File: src/udp_rx_defines.svh
// Widths, protocol constants and FIFO depth for the UDP receive path
`ifndef UDP_RX_DEFINES_SVH
`define UDP_RX_DEFINES_SVH

// Avalon-ST beat geometry
`define UDP_RX_BEAT_WIDTH     256
`define UDP_RX_EMPTY_WIDTH    5
`define UDP_RX_BEAT_BYTES     32

// Payload capacity and the share carried by the header-data beat
`define UDP_RX_PAYLOAD_BYTES  64
`define UDP_RX_FIRST_BYTES    22

// Protocol constants
`define UDP_RX_UDP_HDR_BYTES  8
`define UDP_RX_PROTO_UDP      8'd17
`define UDP_RX_IP_VERSION     4'd4
`define UDP_RX_BROADCAST_MAC  48'hFFFF_FFFF_FFFF

// Buffering and statistics
`define UDP_RX_FIFO_DEPTH     4
`define UDP_RX_STAT_WIDTH     16

`endif

File: src/udp_rx_pkg.sv
// Header, frame, packet and statistics types for the UDP receive path
`include "udp_rx_defines.svh"

package udp_rx_pkg;

    typedef logic [47:0] mac_addr_t;
    typedef logic [31:0] ipv4_addr_t;

    // 14 bytes
    typedef struct packed {
        mac_addr_t   dest_mac;
        mac_addr_t   src_mac;
        logic [15:0] length;
    } eth_hdr_t;

    // 20 bytes, no options
    typedef struct packed {
        logic [3:0]  version;
        logic [3:0]  ihl;
        logic [5:0]  dscp;
        logic [1:0]  ecn;
        logic [15:0] length;
        logic [15:0] identification;
        logic [2:0]  flags;
        logic [12:0] fragment_offset;
        logic [7:0]  time_to_live;
        logic [7:0]  protocol;
        logic [15:0] header_checksum;
        ipv4_addr_t  src_ip;
        ipv4_addr_t  dest_ip;
    } ip_hdr_t;

    // 8 bytes, length covers header and payload
    typedef struct packed {
        logic [15:0] src_port;
        logic [15:0] dest_port;
        logic [15:0] length;
        logic [15:0] checksum;
    } udp_hdr_t;

    // Everything the parser collects from one frame
    typedef struct packed {
        eth_hdr_t                             eth;
        ip_hdr_t                              ip;
        udp_hdr_t                             udp;
        logic [`UDP_RX_PAYLOAD_BYTES*8-1:0]   payload;
        logic [15:0]                          byte_count;
    } rx_frame_t;

    // What the application sees
    typedef struct packed {
        ipv4_addr_t                           src_ip;
        ipv4_addr_t                           dest_ip;
        logic [15:0]                          src_port;
        logic [15:0]                          dest_port;
        logic [15:0]                          length;
        logic [`UDP_RX_PAYLOAD_BYTES*8-1:0]   payload;
    } rx_packet_t;

    typedef struct packed {
        logic [`UDP_RX_STAT_WIDTH-1:0] dest_mac_err;
        logic [`UDP_RX_STAT_WIDTH-1:0] dest_ip_err;
        logic [`UDP_RX_STAT_WIDTH-1:0] protocol_err;
        logic [`UDP_RX_STAT_WIDTH-1:0] version_err;
        logic [`UDP_RX_STAT_WIDTH-1:0] length_err;
        logic [`UDP_RX_STAT_WIDTH-1:0] filter_drop;
        logic [`UDP_RX_STAT_WIDTH-1:0] fifo_drop;
    } rx_stats_t;

endpackage

File: src/rx_packet_fifo.sv
// Synchronous packet FIFO that discards and counts pushes when full
`timescale 1ns/1ns
`include "udp_rx_defines.svh"

module rx_packet_fifo (
    input  logic                            rx_clk_in,
    input  logic                            rx_reset_in,
    input  udp_rx_pkg::rx_packet_t          push_pkt,
    input  logic                            push_valid,
    input  logic                            pop,
    output udp_rx_pkg::rx_packet_t          pop_pkt,
    output logic                            not_empty,
    output logic [`UDP_RX_STAT_WIDTH-1:0]   fifo_drop
);

    localparam int DEPTH = `UDP_RX_FIFO_DEPTH;
    localparam int PTR_W = (DEPTH > 1) ? $clog2(DEPTH) : 1;
    localparam int CNT_W = $clog2(DEPTH + 1);

    udp_rx_pkg::rx_packet_t mem [DEPTH];

    logic [PTR_W-1:0] wr_ptr, rd_ptr;
    logic [CNT_W-1:0] count;
    logic             full;
    logic             do_push, do_pop;

    assign full      = count == CNT_W'(DEPTH);
    assign not_empty = count != '0;
    // Full is judged before a same-cycle pop frees a slot
    assign do_push   = push_valid && !full;
    assign do_pop    = pop && not_empty;

    // Show-ahead read
    assign pop_pkt = mem[rd_ptr];

    always_ff @(posedge rx_clk_in or posedge rx_reset_in) begin
        if (rx_reset_in) begin
            wr_ptr    <= '0;
            rd_ptr    <= '0;
            count     <= '0;
            fifo_drop <= '0;
        end else begin
            if (do_push)
                wr_ptr <= (wr_ptr == PTR_W'(DEPTH - 1)) ? '0 : wr_ptr + 1'b1;
            if (do_pop)
                rd_ptr <= (rd_ptr == PTR_W'(DEPTH - 1)) ? '0 : rd_ptr + 1'b1;
            if (do_push && !do_pop)
                count <= count + 1'b1;
            else if (do_pop && !do_push)
                count <= count - 1'b1;
            // Whole packet lost on overflow
            if (push_valid && full)
                fifo_drop <= fifo_drop + 1'b1;
        end
    end

    always_ff @(posedge rx_clk_in) begin
        if (do_push)
            mem[wr_ptr] <= push_pkt;
    end

endmodule

File: config.mk
export PLATFORM = sky130hd
export DESIGN_NAME = rx_packet_fifo
export DESIGN_NICKNAME = d
export VERILOG_FILES = /design/src/udp_rx_pkg.sv /design/src/rx_packet_fifo.sv
export VERILOG_INCLUDE_DIRS = /design/src
export SDC_FILE = /design/constraint.sdc
export NUM_CORES = 2
export LEC_CHECK = 0
export BUFFER_PORTS_ARGS = -buffer_cell sky130_fd_sc_hd__buf_4
export CAP_MARGIN = 10
export CORE_AREA = 8 8 492 494
export CTS_BUF_LIST = sky130_fd_sc_hd__clkbuf_8
export DETAILED_ROUTE_END_ITERATION = 8
export DIE_AREA = 0 0 500 502
export PLACE_DENSITY_LB_ADDON = 0.2
export SYNTH_ARGS = -nofsm -noshare
export SYNTH_HDL_FRONTEND = slang
export SYNTH_SLANG_ARGS = --single-unit
File: constraint.sdc
create_clock -name rx_clk_in -period 22 [get_ports rx_clk_in]
set_input_delay 3.3 -clock rx_clk_in [delete_from_list [all_inputs] [get_ports rx_clk_in]]
set_output_delay 3.3 -clock rx_clk_in [all_outputs]
set_load 0.01 [all_outputs]
; After elaboration in Yosys (flattened, before gate mapping)
; Memories as Yosys holds them, arrays and structs flattened.
; Cells that the tools add are included.
[totals]
n_memories = 1
ramBits = 2496
out_inout_bits = 641
input_bits = 628
elab_cells = 29
reg_bits = 23
[classes]
mux = 6
eq_ne = 3
reduce_logical = 10
addsub = 5
[memory_table]
columns = memory, words, word_bits, read_ports, rd_ports_with_merged_regs, write_ports, line
row1 = mem, 4, 624, 1, 0, 1, rx_packet_fifo.sv:20  ; udp_rx_pkg::rx_packet_t mem [DEPTH];
[op_table]
columns = op, n
row1 = adder 16 x 1 -> 16 bit (second input constant), 1
row2 = two-way mux 3 bit, 2
row3 = logical AND 1 bit, 5
row4 = adder 2 x 1 -> 2 bit (second input constant), 2
row5 = equality test 2 bit (second input constant), 2
row6 = two-way mux 2 bit, 2
row7 = adder 3 x 1 -> 3 bit (second input constant), 1
row8 = equality test 3 bit (second input constant), 1
row9 = zero test 1 bit, 3
row10 = nonzero test 3 bit, 1
row11 = subtractor 3 x 1 -> 3 bit (second input constant), 1
row12 = two-way mux 1 bit, 2
row13 = nonzero test 2 bit, 1

; Longest topological paths before layout
[depth]
depth_word = 7
ltp_mapped = 8
depth_no_buf = 8

; Least setup slack after synthesis
; No wires, ideal clock.
[synth_timing]
path_type = input port to flip-flop
start = input port push_valid
end = memory mem[0][0] in the netlist's numbering (enable)
path_buffers = 0
setup_ns = 1.072
t_arrival_ns = 17.760
cell_stages = 2
required_ns = 20.928
slack_ns = 3.168
path_cell_list = a21boi_1 and2_1
[synth_between]
elab_chain_cells = 3
[synth_rtl]
columns = element, line
row1 = "start, declared", rx_packet_fifo.sv:9  ; input logic push_valid,
row2 = logical AND 1 bit, rx_packet_fifo.sv:30  ; assign do_push = push_valid && !full;
row3 = two-way mux 1 bit, rx_packet_fifo.sv:58  ; if (do_push)
row4 = two-way mux 1 bit (not written as such), rx_packet_fifo.sv:59  ; mem[wr_ptr] <= push_pkt;
row5 = "end, declared", rx_packet_fifo.sv:20
; No other way between the ends.

==> impl_metrics.sql <==
INSERT INTO impl_metrics (metric_group, metric, value, unit) VALUES
('sta', 'rsz0062_at_grt', 'no', ''),
('cts', 'clock-sinks', '2519', ''),
('sta', 'post-route-period-util', '39.0', '%'),
('logic_synthesis', 'synth_sequential_area_ratio', '83.1', '%'),
('place', 'final_hpwl_dp', '162000', 'um'),
('detailed_routing', 'wl', '243000', 'um'),
('logic_synthesis', 'synth_flop_cell', 'edfxtp_1', ''),
('grt', 'grt_util_all_layers', '18.6', '%'),
('setup_path', 'worstSetupEndpointType', 'output pin', ''),
('cells_and_area', 'drive_above_1_share', '46.4', '%'),
('cts', 'cts_tree', 'built', ''),
('setup_path', 'worst_ep_arrival_time', '5.28', 'ns'),
('cts', 'postCtsSetupBuffers', '0', ''),
('pwr', 'worst_ir_drop_vdd', '93.9', 'uV'),
('grt', 'antenna_found_initial', '104', ''),
('floorplanning', 'rows', '178', ''),
('logic_synthesis', 'post_synth.cell_area_avg', '27.1', 'um^2'),
('sta', 'worst_clock_skew', '0.0986', 'ns'),
('detailed_routing', 'detailroute.via_count', '42900', ''),
('setup_path', 'timing.setup.critical_path_class', 'flop to output pin', ''),
('logic_synthesis', 'yosys.cell_types.count', '28', ''),
('place', 'io_buffer_count', '1268', ''),
('floorplanning', 'fp.coreArea', '234000', 'um^2'),
('cts', 'postCtsHoldBufs', '0', ''),
('floorplanning', 'die-area', '251000', 'um^2'),
('cells_and_area', 'finalNetCount', '5600', ''),
('sta', 'worst_slew_pin_slew', '1.04', 'ns'),
('detailed_routing', 'antenna_violating_nets_post_route', '0', ''),
('place', 'dp_worst_setup_slack', '13.37', 'ns'),
('setup_path', 'critical_path.max_fanout', '84', ''),
('setup_path', 'max_stage_delay', '0.91', 'ns'),
('logic_synthesis', 'synth_cells', '3356', ''),
('cts', 'clock_tree.htree_level_count', '5', ''),
('cts', 'tritoncts.num_buffers', '421', ''),
('status', 'status', 'finished, final reports clean', ''),
('cells_and_area', 'syn2layout_area_growth', '22.9', '%'),
('cts', 'worst_skew_pair.late_latency', '1.10', 'ns'),
('detailed_routing', 'wl_per_cell', '28.7', 'um'),
('setup_path', 'worstPathCellList', 'buf_4 > buf_12 > buf_4 > mux4_2 > buf_4', ''),
('floorplanning', 'die_height', '502', 'um'),
('cts', 'clk_pin_slew_worst_paths', '0.06', 'ns'),
('grt', 'grt_first_pass_wirelength', '336000', 'um'),
('floorplanning', 'die_width', '500', 'um'),
('cts', 'postCtsResizedCells', '0', ''),
('sta', 'setup_slack', '13.42', 'ns'),
('logic_synthesis', 'synthesis.yosys.warnings', '0', ''),
('detailed_routing', 'viasPerCell', '5.07', ''),
('sta', 'hold_ws', '0.483', 'ns'),
('sta', 'hold_violations', '0', ''),
('pwr', 'power_density_over_the_cells', '136', 'nW/um^2'),
('sta', 'slew_headroom', '30.5', '%'),
('place', 'place_congestion', '0.771', ''),
('min_path', 'holdCritPathClass', 'flop to flop', ''),
('sta', 'fmaxAchievable', '0.117', 'GHz'),
('logic_synthesis', 'number_of_storage_elements_in_the_synthesis_netlist', '2519', ''),
('sta', 'finalWorstPathRequiredPeriod', '8.58', 'ns'),
('floorplanning', 'initial_utilization', '38.8', '%'),
('cts', 'cts_buffer_depth', '4', ''),
('setup_path', 'critPathMostFrequentCell', 'buf_4', ''),
('sta', 'setup_viol_count_final', '0', ''),
('job', 'cap_violations', '0', ''),
('cts', 'clockRootBuffer', 'clkbuf_8', ''),
('setup_path', 'timing.critical_path.from_type', 'flop', ''),
('logic_synthesis', 'ys_async_sr_fraction', '0.913', '%'),
('floorplanning', 'io-pin-count', '1269', ''),
('detailed_routing', 'drt_pass1_iterations', '5', ''),
('detailed_routing', 'drt_drc_violations_left', '0', ''),
('detailed_routing', 'drt_iter0_markers', '3319', ''),
('grt', 'grt_start_max_net_pins', '140', ''),
('sta', 'report.final.slew_viol_count', '0', ''),
('logic_synthesis', 'synth-edff-count', '2496', ''),
('pwr', 'power.leakage', '37.9', 'nW'),
('grt', 'overflow', '0', ''),
('logic_synthesis', 'synth.cell_area', '90900', 'um^2'),
('grt', 'grt_pass1_vias', '45300', ''),
('setup_path', 'critical_path.slowest_cell', 'dfrtp_4', ''),
('setup_path', 'cp.required', '18.70', 'ns'),
('sta', 'totalNegativeSetupSlack', '0', 'ns'),
('logic_synthesis', 'synth_fp_nets', '3992', '');
==> per-layer routing <==
metal | track usage, % | wire (um)
met5 | 0 | 573
met4 | 7.47 | 8430
met2 | 29.4 | 116000
met1 | 21.5 | 88700
met3 | 9.77 | 29000
==> state kept, by name (all words and copies together) (netlist names) <==
signal and count:
count 3, fifo_drop 16, mem 2496, rd_ptr 2, wr_ptr 2
==> critical path: cells and delay by family (launching register included) <==
kind / cells / cell delay (ns)
buffers and inverters: 4 / 2.37
flip-flops: 1 / 0.91
multiplexers: 1 / 0.64
==> path summary, 6_finish.rpt <==
path	startpoint	end	slack, ns	cells past startpoint
max in group asynchronous	rx_reset_in	rd_ptr[1]$_DFFE_PP0P_	18.84	2
min in group asynchronous	rx_reset_in	fifo_drop[11]$_DFFE_PP0P_	2.41	2
hold / removal	fifo_drop[15]$_DFFE_PP0P_	fifo_drop[15]$_DFFE_PP0P_	0.48	1
setup reg to reg	count[0]$_DFFE_PP0P_	mem[1][416]$_DFFE_PP_	16.29	7
setup / recovery	rd_ptr[0]$_DFFE_PP0P_	pop_pkt[452]	13.42	5
hold reg to reg	fifo_drop[15]$_DFFE_PP0P_	fifo_drop[15]$_DFFE_PP0P_	0.48	1
==> final cells by class <==
type,instances,area (um^2)
Clock inverter,289,1460
Antenna cell,56,140
Fill cell,19300,122000
Sequential cell,2519,75500
Timing Repair Buffer,1326,10100
Tap cell,3150,3940
Multi-Input combinational cell,692,14600
Inverter,4,15.0
Clock buffer,432,5950
==> cell usage after synthesis, types with 2 or more instances <==
master / instances / area (um^2)
nand4_1: 3 / 18.8
ha_1: 7 / 87.6
o21ai_0: 2 / 10.0
buf_1: 14 / 52.6
nand2_1: 7 / 26.3
xor2_1: 5 / 43.8
xnor2_1: 13 / 114
nand2b_1: 2 / 12.5
mux2_2: 3 / 33.8
dfrtp_1: 23 / 576
inv_1: 4 / 15.0
nor2_1: 4 / 15.0
and2_1: 7 / 43.8
nand3_1: 4 / 20.0
and4_1: 4 / 35.0
buf_6: 17 / 191
edfxtp_1: 2496 / 75000
buf_2: 91 / 455
mux4_2: 624 / 14100
clkbuf_1: 10 / 37.5
buf_4: 9 / 67.6
==> cells by family after synthesis <==
logic type,Yosys count,synth area share [%]
buffers and inverters,145,0.901
muxes,627,15.5
and+or+nand+nor,35,0.222
xor gates and xnor gates,18,0.173
adders and majority gates,8,0.118
AOI/OAI and AO/OA,4,0.0275
DFF,2519,83.1
==> cell usage in the layout, fill, tap and decap left out, types with 2 or more instances in the layout <==
master / instances
clkinv_8: 3
and2_4: 4
nand4_1: 3
nor2_1: 4
inv_8: 4
dfrtp_4: 2
xor2_1: 5
o21ai_0: 2
and4_1: 4
clkinv_1: 111
dfrtp_1: 21
clkbuf_8: 432
nand2b_1: 2
inv_1: 129
mux2_2: 3
bufinv_16: 9
clkinvlp_4: 3
buf_4: 1316
diode_2: 56
clkinv_2: 32
and2_1: 3
mux4_2: 624
xnor2_1: 13
ha_1: 7
edfxtp_1: 2496
nand3_1: 4
buf_12: 10
nand2_1: 7
==> stage by stage <==
stage / cells / power, W / util, % / instance area (um^2)
after floorplan: 3356 / 0.00983 / - / 90900
after global placement: 7691 / 0.0118 / 44.5 / 104000
after detailed placement: 7691 / 0.0118 / 44.5 / 104000
after CTS: 8412 / 0.0155 / 47.7 / 112000
after global routing: 8439 / 0.0159 / 47.7 / 112000
final: 8468 / 0.0152 / 47.7 / 112000
==> where the power goes <==
group,switching (W),total [W],leakage (nW),internal (W)
Combinational,0.00281,0.00504,10.5,0.00223
Sequential,0.000194,0.00649,23.2,0.00629
Clock,0.00179,0.00370,4.26,0.00191
Total,0.00480,0.0152,37.9,0.0104
(Power assumes the default switching activity.)
