### src/udp_rx_defines.svh
// Widths, protocol constants and FIFO depth for the UDP receive path
`ifndef UDP_RX_DEFINES_SVH
`define UDP_RX_DEFINES_SVH

// Avalon-ST beat geometry
`define UDP_RX_BEAT_WIDTH     256
`define UDP_RX_EMPTY_WIDTH    5
`define UDP_RX_BEAT_BYTES     32

// Payload capacity and the share carried by the header-data beat
`define UDP_RX_PAYLOAD_BYTES  64
`define UDP_RX_FIRST_BYTES    22

// Protocol constants
`define UDP_RX_UDP_HDR_BYTES  8
`define UDP_RX_PROTO_UDP      8'd17
`define UDP_RX_IP_VERSION     4'd4
`define UDP_RX_BROADCAST_MAC  48'hFFFF_FFFF_FFFF

// Buffering and statistics
`define UDP_RX_FIFO_DEPTH     4
`define UDP_RX_STAT_WIDTH     16

`endif

### src/udp_rx_pkg.sv
// Header, frame, packet and statistics types for the UDP receive path
`include "udp_rx_defines.svh"

package udp_rx_pkg;

    typedef logic [47:0] mac_addr_t;
    typedef logic [31:0] ipv4_addr_t;

    // 14 bytes
    typedef struct packed {
        mac_addr_t   dest_mac;
        mac_addr_t   src_mac;
        logic [15:0] length;
    } eth_hdr_t;

    // 20 bytes, no options
    typedef struct packed {
        logic [3:0]  version;
        logic [3:0]  ihl;
        logic [5:0]  dscp;
        logic [1:0]  ecn;
        logic [15:0] length;
        logic [15:0] identification;
        logic [2:0]  flags;
        logic [12:0] fragment_offset;
        logic [7:0]  time_to_live;
        logic [7:0]  protocol;
        logic [15:0] header_checksum;
        ipv4_addr_t  src_ip;
        ipv4_addr_t  dest_ip;
    } ip_hdr_t;

    // 8 bytes, length covers header and payload
    typedef struct packed {
        logic [15:0] src_port;
        logic [15:0] dest_port;
        logic [15:0] length;
        logic [15:0] checksum;
    } udp_hdr_t;

    // Everything the parser collects from one frame
    typedef struct packed {
        eth_hdr_t                             eth;
        ip_hdr_t                              ip;
        udp_hdr_t                             udp;
        logic [`UDP_RX_PAYLOAD_BYTES*8-1:0]   payload;
        logic [15:0]                          byte_count;
    } rx_frame_t;

    // What the application sees
    typedef struct packed {
        ipv4_addr_t                           src_ip;
        ipv4_addr_t                           dest_ip;
        logic [15:0]                          src_port;
        logic [15:0]                          dest_port;
        logic [15:0]                          length;
        logic [`UDP_RX_PAYLOAD_BYTES*8-1:0]   payload;
    } rx_packet_t;

    typedef struct packed {
        logic [`UDP_RX_STAT_WIDTH-1:0] dest_mac_err;
        logic [`UDP_RX_STAT_WIDTH-1:0] dest_ip_err;
        logic [`UDP_RX_STAT_WIDTH-1:0] protocol_err;
        logic [`UDP_RX_STAT_WIDTH-1:0] version_err;
        logic [`UDP_RX_STAT_WIDTH-1:0] length_err;
        logic [`UDP_RX_STAT_WIDTH-1:0] filter_drop;
        logic [`UDP_RX_STAT_WIDTH-1:0] fifo_drop;
    } rx_stats_t;

endpackage

### src/rx_delivery.sv
// Packet delivery FSM with a four-phase req/ack handshake to the application
`timescale 1ns/1ns

module rx_delivery (
    input  logic                      rx_clk_in,
    input  logic                      rx_reset_in,
    input  udp_rx_pkg::rx_packet_t    pop_pkt,
    input  logic                      not_empty,
    input  logic                      pkt_ack,
    output logic                      pop,
    output udp_rx_pkg::rx_packet_t    pkt_out,
    output logic                      pkt_req
);

    typedef enum logic [1:0] {
        ST_IDLE,
        ST_REQ,
        ST_RELEASE,
        ST_WAIT_ACK_LOW
    } dlv_state_t;

    dlv_state_t state;

    // Ack is always low in idle, so a new request never overlaps the old ack
    assign pop     = (state == ST_IDLE) && not_empty;
    assign pkt_req = state == ST_REQ;

    always_ff @(posedge rx_clk_in or posedge rx_reset_in) begin
        if (rx_reset_in) begin
            state <= ST_IDLE;
        end else begin
            case (state)
                ST_IDLE:         if (not_empty) state <= ST_REQ;
                ST_REQ:          if (pkt_ack) state <= ST_RELEASE;
                // Req drops here
                ST_RELEASE:      state <= ST_WAIT_ACK_LOW;
                ST_WAIT_ACK_LOW: if (!pkt_ack) state <= ST_IDLE;
                default:         state <= ST_IDLE;
            endcase
        end
    end

    // Holding register, stable until the next pop
    always_ff @(posedge rx_clk_in) begin
        if (pop)
            pkt_out <= pop_pkt;
    end

endmodule

### config.mk
export PLATFORM = sky130hd
export DESIGN_NAME = rx_delivery
export DESIGN_NICKNAME = d
export VERILOG_FILES = /design/src/udp_rx_pkg.sv /design/src/rx_delivery.sv
export VERILOG_INCLUDE_DIRS = /design/src
export SDC_FILE = /design/constraint.sdc
export NUM_CORES = 1
export LEC_CHECK = 0
export BUFFER_PORTS_ARGS = -buffer_cell sky130_fd_sc_hd__buf_4
export CORE_AREA = 2 2 487 489
export CTS_CLUSTER_SIZE = 28
export DETAILED_ROUTE_END_ITERATION = 10
export DIE_AREA = 0 0 489 491
export PLACE_DENSITY = 0.3
export RECOVER_POWER = 100
export SLEW_MARGIN = 20
export SYNTH_ARGS = -nofsm -noshare
export SYNTH_HDL_FRONTEND = slang
export SYNTH_SLANG_ARGS = --single-unit
### constraint.sdc
create_clock -name rx_clk_in -period 30.2 [get_ports rx_clk_in]
set_input_delay 3.02 -clock rx_clk_in [delete_from_list [all_inputs] [get_ports rx_clk_in]]
set_output_delay 3.02 -clock rx_clk_in [all_outputs]
set_load 0.03 [all_outputs]
Yosys cells after proc, flatten, opt, wreduce, memory -nomap -nowiden --
Cells that the tools add are included.
Storage, ports and cells: register bits 626, input port bits 628, output and inout bits 626, word-level logic and storage cells 20
Operators by class: equality and inequality tests 6, muxes and demuxes 4, reduce and logical (&&, ||, !) cells 3
Operator list (number):
- one-hot mux 2 bit (4 select lines) | 1
- 2-to-1 mux 2 bit | 3
- inequality test 2 bit (second input constant) | 3
- == test 2 bit (second input constant) | 2
- AND reduction 3 bit | 1
- == test 2 x 1 -> 1 bit (second input constant) | 1
- logical NOT 2 bit | 1
- logical AND 1 bit | 1

Logic depth before layout (Yosys ltp) --
Gate-level depths: netlist of run 1.
depth in word-level cells 3, depth in mapped cells 5, depth with buffers taken out 5

Worst setup path before layout of run 1 --
OpenSTA, ideal clock, no wires.
kind input to output, from input port not_empty, to output port pop, data arrival time 17.101 ns, data required time 27.180 ns, slack 10.079 ns, cell stages on the path 1, path buffers 0, path through and2_1
Between the ends: word-level cells in the longest chain between the ends 1
Ends and longest elaborated chain:
- from (decl) | line rx_delivery.sv:8 | input logic not_empty,
- logical AND 1 bit | line rx_delivery.sv:25 | assign pop = (state == ST_IDLE) && not_empty;
- to (decl) | line rx_delivery.sv:10 | output logic pop,
Every way passes these cells.

Final worst setup path of run 1 --
from input port not_empty, to register pkt_out[494] in the netlist's numbering, enable pin
Between the ends: word-level cells in the longest chain between the ends 1
Ends and longest elaborated chain:
- logical AND 1 bit | line rx_delivery.sv:25
- to (signal assigned) | line rx_delivery.sv:46 | pkt_out <= pop_pkt;
- to (decl) | line rx_delivery.sv:11 | output udp_rx_pkg::rx_packet_t pkt_out,
Every way passes these cells. A chain may end at the register's enable or synchronous reset.

==> qor.csv, run 1 <==
stage,metric,value,unit
outcome,status,"finished, violations left",
outcome,violations,"capacitance limit, slew limit",
global_routing,grt_pass1_vias,13600,
logic_synthesis,synth_top_area_cell,edfxtp_1,
routing,drtIter0Drc,694,
finish,final_area,32700,sq um
power,seq_power_share,42.0,%
timing,min_period_over_period,54.7,%
global_routing,grt_max_degree,86,
power,p_sw,0.00101,W
timing,rsz0062_at_grt,false,
power,clockPowerShare,36.5,%
floorplanning,io_pins,1254,
worst_hold_path,hold_class,flip-flop to flip-flop,
power,p_sw_share,35.1,%
logic_synthesis,synth-edff-count,624,
logic_synthesis,synth-async-reset-ratio,0.319,%
floorplanning,die_w,489,microns
floorplanning,die_height,491,microns
place,port_buffers,1253,
logic_synthesis,syn-cell-area,18900,sq um
global_routing,grt.overflow.total,0,
worst_setup_path,critPathKind,primary input to flip-flop,
routing,dr_total_vias,13800,
timing,fmax,60.5,MHz
floorplanning,initial_core_util,8.07,%
worst_setup_path,max_stage_delay,3.59,ns
worst_setup_path,endpoint_kind,flip-flop,
worst_setup_path,startpoint_type,primary input,
floorplanning,die-area,240000,sq um
clock_network,cts.clk_slew.worst_paths,0.05,ns
logic_synthesis,ys_warn_count,0,
place,gp_congestion,0.833,
finish,area_growth,72.8,%
place,placed_area,32400,sq um
worst_setup_path,critPathMaxFanout,85,
routing,wl_per_cell,31.9,microns
routing,via_per_inst,2.61,
logic_synthesis,synthTopCellsByCount,"edfxtp_1 (624), ha_1 (5), inv_1 (4)",
worst_hold_path,hold_start,state[1],
global_routing,antenna_found_initial,332,
logic_synthesis,synth_area_leaders,"edfxtp_1 (99%), ha_1 (0.33%), dfrtp_1 (0.26%)",
clock_network,htreeDepth,3,
worst_setup_path,arrival,16.73,ns
routing,drc,0,
clock_network,tritoncts,built,
timing,slew_headroom,-237,%
timing,setup-violations-final,0,
timing,finalMaxSlewViolations,644,
logic_synthesis,yosysSeqAreaShare,99.3,%
power,p_comb_share,21.5,%
worst_setup_path,path_cells,clkbuf_1 -> and2_0 -> clkbuf_1 -> clkbuf_1 -> clkbuf_1 -> clkbuf_1 -> clkbuf_1,
place,dp_hpwl,148000,microns
logic_synthesis,synth_top_area_share,99.0,%
routing,ant_nets,0,
logic_synthesis,synth_cell_type_count,9,
flow_run,drv_cap,11,
logic_synthesis,synth_most_common_cell,edfxtp_1,
clock_network,cts_buffers,88,
worst_setup_path,crit_required,30.41,ns
global_routing,grt_pass1_wl,197000,microns
worst_setup_path,critPathBufInv,6,
timing,tightest_slew,5.05,ns
worst_setup_path,crit_path_frequent_cell,clkbuf_1,
power,pwr_density_cell,88.3,nW/um^2
power,power.leakage,10.6,nW
logic_synthesis,synthFlopType,edfxtp_1,
power,vdd_ir_drop_max,0.0415,mV
routing,wirelength,169000,microns
floorplanning,core_area,235000,sq um
timing,hold_viol,0,
floorplanning,num_rows,178,
routing,drtPass1Iterations,5,
logic_synthesis,yosys_register_bits,626,
finish,drive_gt1_share,33.1,%
worst_setup_path,cp_slowest_cell,clkbuf_1,
worst_setup_path,reg2reg_from,state[1],
finish,fin_nets,2628,
clock_network,hold_buffers,0,
global_routing,grt_use_total,13.6,%
power,intPower,0.00187,W
logic_synthesis,synth_nets,1274,
clock_network,cts_buffer_depth,3,
timing,skew,0.0324,ns
logic_synthesis,syn_inst,641,
worst_setup_path,crit_family,buffers and inverters,
clock_network,clk_latency,0.71,ns
clock_network,cts_resized,0,
clock_network,cts_setup_buffers,0,
timing,tns,0,ns
worst_setup_path,startpoint,not_empty,
timing,min_period,16.52,ns
clock_network,cts_root_buffer,clkbuf_16,
logic_synthesis,postSynthAreaPerCell,29.5,sq um
clock_network,cts_sinks,626,
final timing paths:
| kind | endpoint | slack, ns | cells past startpoint |
|---|---|---|---|
| setup / recovery | pkt_out[494] | 13.68 | 7 |
| hold / removal | state[1] | 0.60 | 1 |
| setup reg to reg | pkt_out[494] | 15.44 | 8 |
| hold reg to reg | state[1] | 0.60 | 1 |
| max in group asynchronous | state[0] | 27.89 | 2 |
| min in group asynchronous | state[1] | 2.19 | 2 |
state kept, by name (all words and copies together), names as in the netlist:
signal / flops
pkt_out: 624
state: 2
metrics by stage:
step | hold slack [ns] | std cells | setup WS (ns) | utilization [%] | total power, W
6_report | 0.598 | 5288 | 13.68 | 13.9 | 0.00289
5_1_grt | 0.616 | 5223 | 11.78 | 13.9 | 0.00301
4_1_cts | 0.606 | 5214 | 23.53 | 15.0 | 0.00308
3_5_place_dp | 0.584 | 5055 | 22.78 | 13.8 | 0.00199
3_3_place_gp | 0.578 | 5055 | 22.77 | 13.8 | 0.00199
2_1_floorplan | 0.534 | 641 | 10.08 | - | 0.00167
placed cells by master, fill, tap and decap left out, drive strengths merged:
master    instances
inv               8
and2              1
clkinvlp          4
mux2i             2
mux2              1
bufinv            8
diode            74
edfxtp          624
nor2              1
dfrtp             2
clkinv           39
ha                5
o21ai             1
buf               2
clkbuf         1366
area by class of cell:
cell class	instances	area, sq um
fillers	26500	202000
flip-flops and latches	626	18800
repair buffers	1264	6820
well taps	3150	3940
clock buffers	104	2280
clock inverters	55	547
diodes	74	185
multi-input cells	11	113
inverters	4	15.0
power groups by stage:
stage / clock network, W / registers, W / logic [W]
5_1_grt: 0.00113 / 0.00123 / 0.000653
3_3_place_gp: 0 / 0.00122 / 0.000776
3_5_place_dp: 0 / 0.00121 / 0.000774
6_report: 0.00105 / 0.00121 / 0.000622
4_1_cts: 0.00111 / 0.00120 / 0.000773
2_1_floorplan: 0 / 0.00160 / 0.0000741
layer usage:
| layer | share of wire, % | up-vias | wire [microns] | GRT usage, % |
|---|---|---|---|---|
| met3 | 22 | 477 | 37400 | 14.2 |
| met2 | 41 | 1149 | 70000 | 20.1 |
| met1 | 33 | 6436 | 55000 | 13.0 |
| li1 | - | 5453 | - | - |
| met5 | 1.1 | - | 1930 | 0 |
| met4 | 2.6 | 290 | 4440 | 2.72 |
kinds of logic after synthesis:
kind of cell               count (synthesis)  synth area share, %
and+or+nand+nor                            2               0.0529
muxes                                      3                0.185
buffers and inverters                      4               0.0793
DFF                                      626                 99.3
adders and majority gates                  5                0.331
AOI/OAI and AO/OA                          1               0.0463
(Power assumes the default switching activity.)
==> inputs of run 2 (changes only) <==
clock period = 15.9 ns   (was 30.2 ns; I/O delays follow)
==> qor.csv, run 2 (synthesis results as in run 1) <==
stage,metric,value,unit
outcome,status,"finished, violations left",
outcome,violations,"capacitance limit, slew limit",
worst_setup_path,reg2reg_from,state[0],
timing,tightest_slew,4.50,ns
global_routing,grt_pass1_vias,13500,
routing,via_per_inst,2.57,
timing,setup_ws,7.08,ns
floorplanning,core_area,235000,sq um
timing,min_period,8.82,ns
floorplanning,io_pins,1254,
timing,min_period_over_period,55.5,%
floorplanning,num_rows,178,
clock_network,cts_buffers,88,
timing,skew,0.0236,ns
floorplanning,die_w,489,microns
clock_network,cts_buffer_depth,3,
global_routing,grt.overflow.total,0,
worst_setup_path,r2r_slack,7.31,ns
clock_network,cts_root_buffer,clkbuf_16,
finish,fin_nets,2624,
timing,slew_headroom,-200,%
clock_network,htreeDepth,3,
worst_hold_path,hold_depth,1,
routing,drc,0,
timing,finalMaxSlewViolations,224,
finish,largest_reg_flops,624,
clock_network,cts_resized,0,
timing,rsz0062_at_grt,false,
clock_network,cts.clk_slew.worst_paths,0.05,ns
place,dp_hpwl,128000,microns
finish,reg.largest.list,"pkt_out: 624 flops, state: 2 flops",
routing,drtIter0Drc,878,
routing,dr_total_vias,13500,
worst_hold_path,min_to,state[1],
routing,wl_per_cell,28.4,microns
place,pre_cts_ws,10.50,ns
timing,hold_viol,0,
finish,top_register,pkt_out,
worst_setup_path,endpoint_kind,flip-flop,
flow_run,drv_cap,4,
global_routing,antenna_found_initial,232,
finish,final_area,32500,sq um
timing,tns,0,ns
routing,drtPass1Iterations,4,
finish,mostFrequentLayoutCells,"clkbuf_1 (742), edfxtp_1 (624), clkbuf_4 (536)",
floorplanning,initial_core_util,8.07,%
place,placed_area,32300,sq um
clock_network,tritoncts,built,
power,vdd_ir_drop_max,0.0885,mV
routing,ant_nets,0,
timing,holdWs,0.618,ns
worst_setup_path,rr_worst_depth,6,
worst_setup_path,arrival,9.14,ns
finish,drive_gt1_share,32.2,%
power,power.leakage,10.5,nW
worst_setup_path,r2r_end,pkt_out[151],
timing,fmax,113,MHz
clock_network,hold_buffers,0,
clock_network,clk_latency,0.71,ns
global_routing,grt_pass1_wl,176000,microns
clock_network,cts_sinks,626,
worst_setup_path,critPathKind,primary input to flip-flop,
place,gp_congestion,0.842,
global_routing,grt_use_total,11.9,%
power,pwr_density_cell,166,nW/um^2
floorplanning,die_height,491,microns
global_routing,grt_max_degree,157,
worst_hold_path,hold_start,state[1],
worst_setup_path,critPathMaxFanout,58,
finish,final_common_cell,clkbuf_1,
finish,area_growth,71.7,%
place,port_buffers,1253,
floorplanning,die-area,240000,sq um
clock_network,cts_setup_buffers,0,
worst_hold_path,hold_class,flip-flop to flip-flop,
routing,wirelength,149000,microns
worst_setup_path,crit_required,16.22,ns
timing,setup-violations-final,0,
worst_setup_path,startpoint_type,primary input,
-- run 2: changes by cell type in the layout (fill, tap and decap cells not counted), sizes merged --
cell and delta:
diode -44, inv +2, bufinv -1, clkinv -8
buf +3
-- run 2: worst max-delay path: stages --
cell and delay (ns):
clkbuf_1 0.13, and2_0 3.21, clkbuf_1 2.45, buf_4 0.86, buf_4 0.68
-- run 2: worst max-delay path by stage --
stage | startpoint | endpoint | depth (start not counted)
after floorplan | not_empty | pop | 1
after global placement | not_empty | pkt_out[19] | 5
after detailed placement | not_empty | pkt_out[356] | 5
after CTS | not_empty | pkt_out[356] | 5
after global routing | not_empty | pkt_out[356] | 5
final | not_empty | pkt_out[151] | 5
-- run 2: metrics by stage --
stage          power, W  cells  util (%)
2_1_floorplan   0.00305    641         -
3_3_place_gp    0.00374   5051      13.8
3_5_place_dp    0.00374   5051      13.8
4_1_cts         0.00579   5210      15.0
5_1_grt         0.00565   5213      13.8
6_report        0.00540   5240      13.9
-- run 2: cell type report --
cell class | count | area, sq um
clock inverter | 48 | 483
antenna | 30 | 75.1
fill | 26500 | 202000
clock buffer | 111 | 2290
timing repair buffer | 1260 | 6790
multi-input combinational | 11 | 113
inverter | 4 | 15.0
sequential | 626 | 18800
tap | 3150 | 3940
-- run 2: where the power goes --
part	total (W)	internal, W	leakage [nW]	switching [W]
Clock	0.00197	0.00114	1.35	0.000830
Sequential	0.00228	0.00219	5.76	0.0000876
Combinational	0.00116	0.000190	3.43	0.000966
-- run 2: routing by layer --
metal	global-route usage (%)	routed length (microns)	share of wire [%]	vias to the layer above
met3	10.4	28000	19	373
met1	12.5	53800	36	6336
li1	-	-	-	5401
met4	2.69	3460	2.3	166
met2	17.6	62300	42	1174
met5	0	1110	0.75	-
==> inputs of run 3 (changes only) <==
clock period = 8.88 ns   (was 15.9 ns; I/O delays follow)
==> qor.csv, run 3 (synthesis results as in run 1) <==
stage,metric,value,unit
routing,via_per_inst,2.57,
clock_network,tritoncts,built,
floorplanning,die_height,491,microns
worst_hold_path,hold_class,primary input to flip-flop,
global_routing,met2_usage,18.3,%
global_routing,busiest_layer,met2,
routing,drtPass1Iterations,5,
global_routing,grt_use_total,12.7,%
worst_setup_path,r2r_slack,3.61,ns
worst_setup_path,path_cells,inv_1 -> ha_1 -> and2_0 -> clkbuf_1,
routing,drtIter0Drc,700,
power,pwr_density_cell,299,nW/um^2
clock_network,cts_root_buffer,clkbuf_16,
finish,area_growth,73.5,%
worst_setup_path,startpoint,state[0],
floorplanning,core_area,235000,sq um
finish,drive_gt1_share,33.2,%
finish,mostFrequentLayoutCells,"clkbuf_1 (718), edfxtp_1 (624), clkbuf_4 (549)",
worst_setup_path,r2r_end,pkt_out[179],
timing,fmax,183,MHz
floorplanning,die_w,489,microns
global_routing,grt_max_degree,178,
routing,drc,0,
place,gp_congestion,0.878,
power,vdd_ir_drop_max,0.184,mV
floorplanning,initial_core_util,8.07,%
routing,dr_total_vias,13600,
worst_setup_path,rr_worst_depth,5,
routing,wirelength,158000,microns
global_routing,gr-usage-met1,12.6,%
routing,wl_per_cell,29.9,microns
timing,min_period,5.47,ns
clock_network,cts_sinks,626,
floorplanning,num_rows,178,
timing,setup-violations-final,0,
worst_hold_path,hold_start,pop_pkt[394],
place,port_buffers,1253,
timing,hold_viol,0,
worst_setup_path,critPathMaxFanout,42,
clock_network,cts_resized,0,
worst_setup_path,endpoint_kind,primary output,
global_routing,grt.overflow.total,0,
worst_setup_path,reg2reg_from,state[0],
place,dp_hpwl,137000,microns
worst_setup_path,endpoint,pop,
clock_network,cts_buffer_depth,3,
clock_network,htreeDepth,3,
finish,fin_nets,2625,
clock_network,hold_buffers,1,
clock_network,cts_buffers,88,
timing,tightest_slew,3.53,ns
global_routing,antenna_found_initial,304,
timing,finalMaxSlewViolations,41,
finish,largest_reg_flops,624,
finish,top_register,pkt_out,
global_routing,met3_usage,13.1,%
finish,final_common_cell,clkbuf_1,
global_routing,grt_pass1_vias,13600,
timing,tns,0,ns
worst_setup_path,arrival,4.58,ns
outcome,status,"finished, violations left",
worst_setup_path,max_stage_delay,2.52,ns
place,post-place-cells,5050,
clock_network,cts.clk_slew.worst_paths,0.07,ns
finish,finish.utilization,14.0,%
finish,reg.largest.list,"pkt_out: 624 flops, state: 2 flops",
global_routing,grt_pass1_wl,186000,microns
floorplanning,io_pins,1254,
clock_network,cts_setup_buffers,0,
finish,final_cells,5277,
clock_network,clk_latency,0.72,ns
timing,rsz0062_at_grt,false,
worst_setup_path,startpoint_type,flip-flop,
worst_setup_path,cp_slowest_cell,and2_0,
timing,min_period_over_period,61.6,%
timing,slew_headroom,-136,%
power,power.leakage,10.7,nW
worst_setup_path,crit_required,7.99,ns
worst_setup_path,critPathKind,flip-flop to primary output,
floorplanning,die-area,240000,sq um
finish,fillCellCount,26400,
flow_run,drv_cap,1,
timing,skew,0.0296,ns
outcome,violations,"capacitance limit, slew limit",
routing,ant_nets,0,
==> run 3: cell types whose count changed in the layout (fill, tap and decap cells not counted), moves of 3 or more <==
cell       previous run  this run
bufinv_16             7        10
clkinv_1             14        19
clkbuf_1            742       718
clkbuf_4            536       549
clkinv_2             14         9
diode_2              30        65
==> run 3: worst min-delay path by stage <==
stage,end,slack [ns],depth (start not counted)
after floorplan,state[1],0.53,1
after global placement,state[1],0.58,1
after detailed placement,state[1],0.59,1
after CTS,pkt_out[394],0.23,1
after global routing,pkt_out[394],0.28,1
final,pkt_out[394],0.35,1
==> run 3: cell type report <==
| cell class | count | area [sq um] | share of cell area (%) |
|---|---|---|---|
| clock buffer | 106 | 2310 | 7.05 |
| antenna | 65 | 163 | 0.496 |
| sequential | 626 | 18800 | 57.3 |
| tap | 3150 | 3940 | 12.0 |
| timing repair buffer | 1261 | 6890 | 21.0 |
| multi-input combinational | 11 | 113 | 0.343 |
| clock inverter | 54 | 593 | 1.81 |
| inverter | 4 | 15.0 | 0.0458 |
==> run 3: metrics by stage <==
step | cell area, sq um | hold WS (ns) | setup slack [ns] | power, W
3_3_place_gp | 32400 | 0.582 | 5.20 | 0.00671
3_5_place_dp | 32400 | 0.588 | 5.15 | 0.00670
2_1_floorplan | 18900 | 0.534 | 2.85 | 0.00535
4_1_cts | 35300 | 0.231 | 5.38 | 0.0105
5_1_grt | 32700 | 0.281 | 2.82 | 0.0103
6_report | 32800 | 0.354 | 3.41 | 0.00982
==> run 3: layer usage <==
layer	routed length, microns	vias up
met4	3670	262
met3	36400	461
met5	1750	-
li1	-	5439
met1	51800	6248
met2	64300	1170
==> run 3: critical path, delay by kind of cell, from the launching register on <==
| family | cells | cell delay [ns] |
|---|---|---|
| adder cells (fa/ha/maj) | 1 | 0.18 |
| buffers and inverters | 2 | 0.71 |
| AND/OR/NAND/NOR | 1 | 2.52 |
| flip-flops | 1 | 0.40 |
==> run 3: power by group <==
part	internal, W	switching [W]
registers	0.00391	0.000146
logic	0.000353	0.00175
clock network	0.00215	0.00151
total	0.00641	0.00341
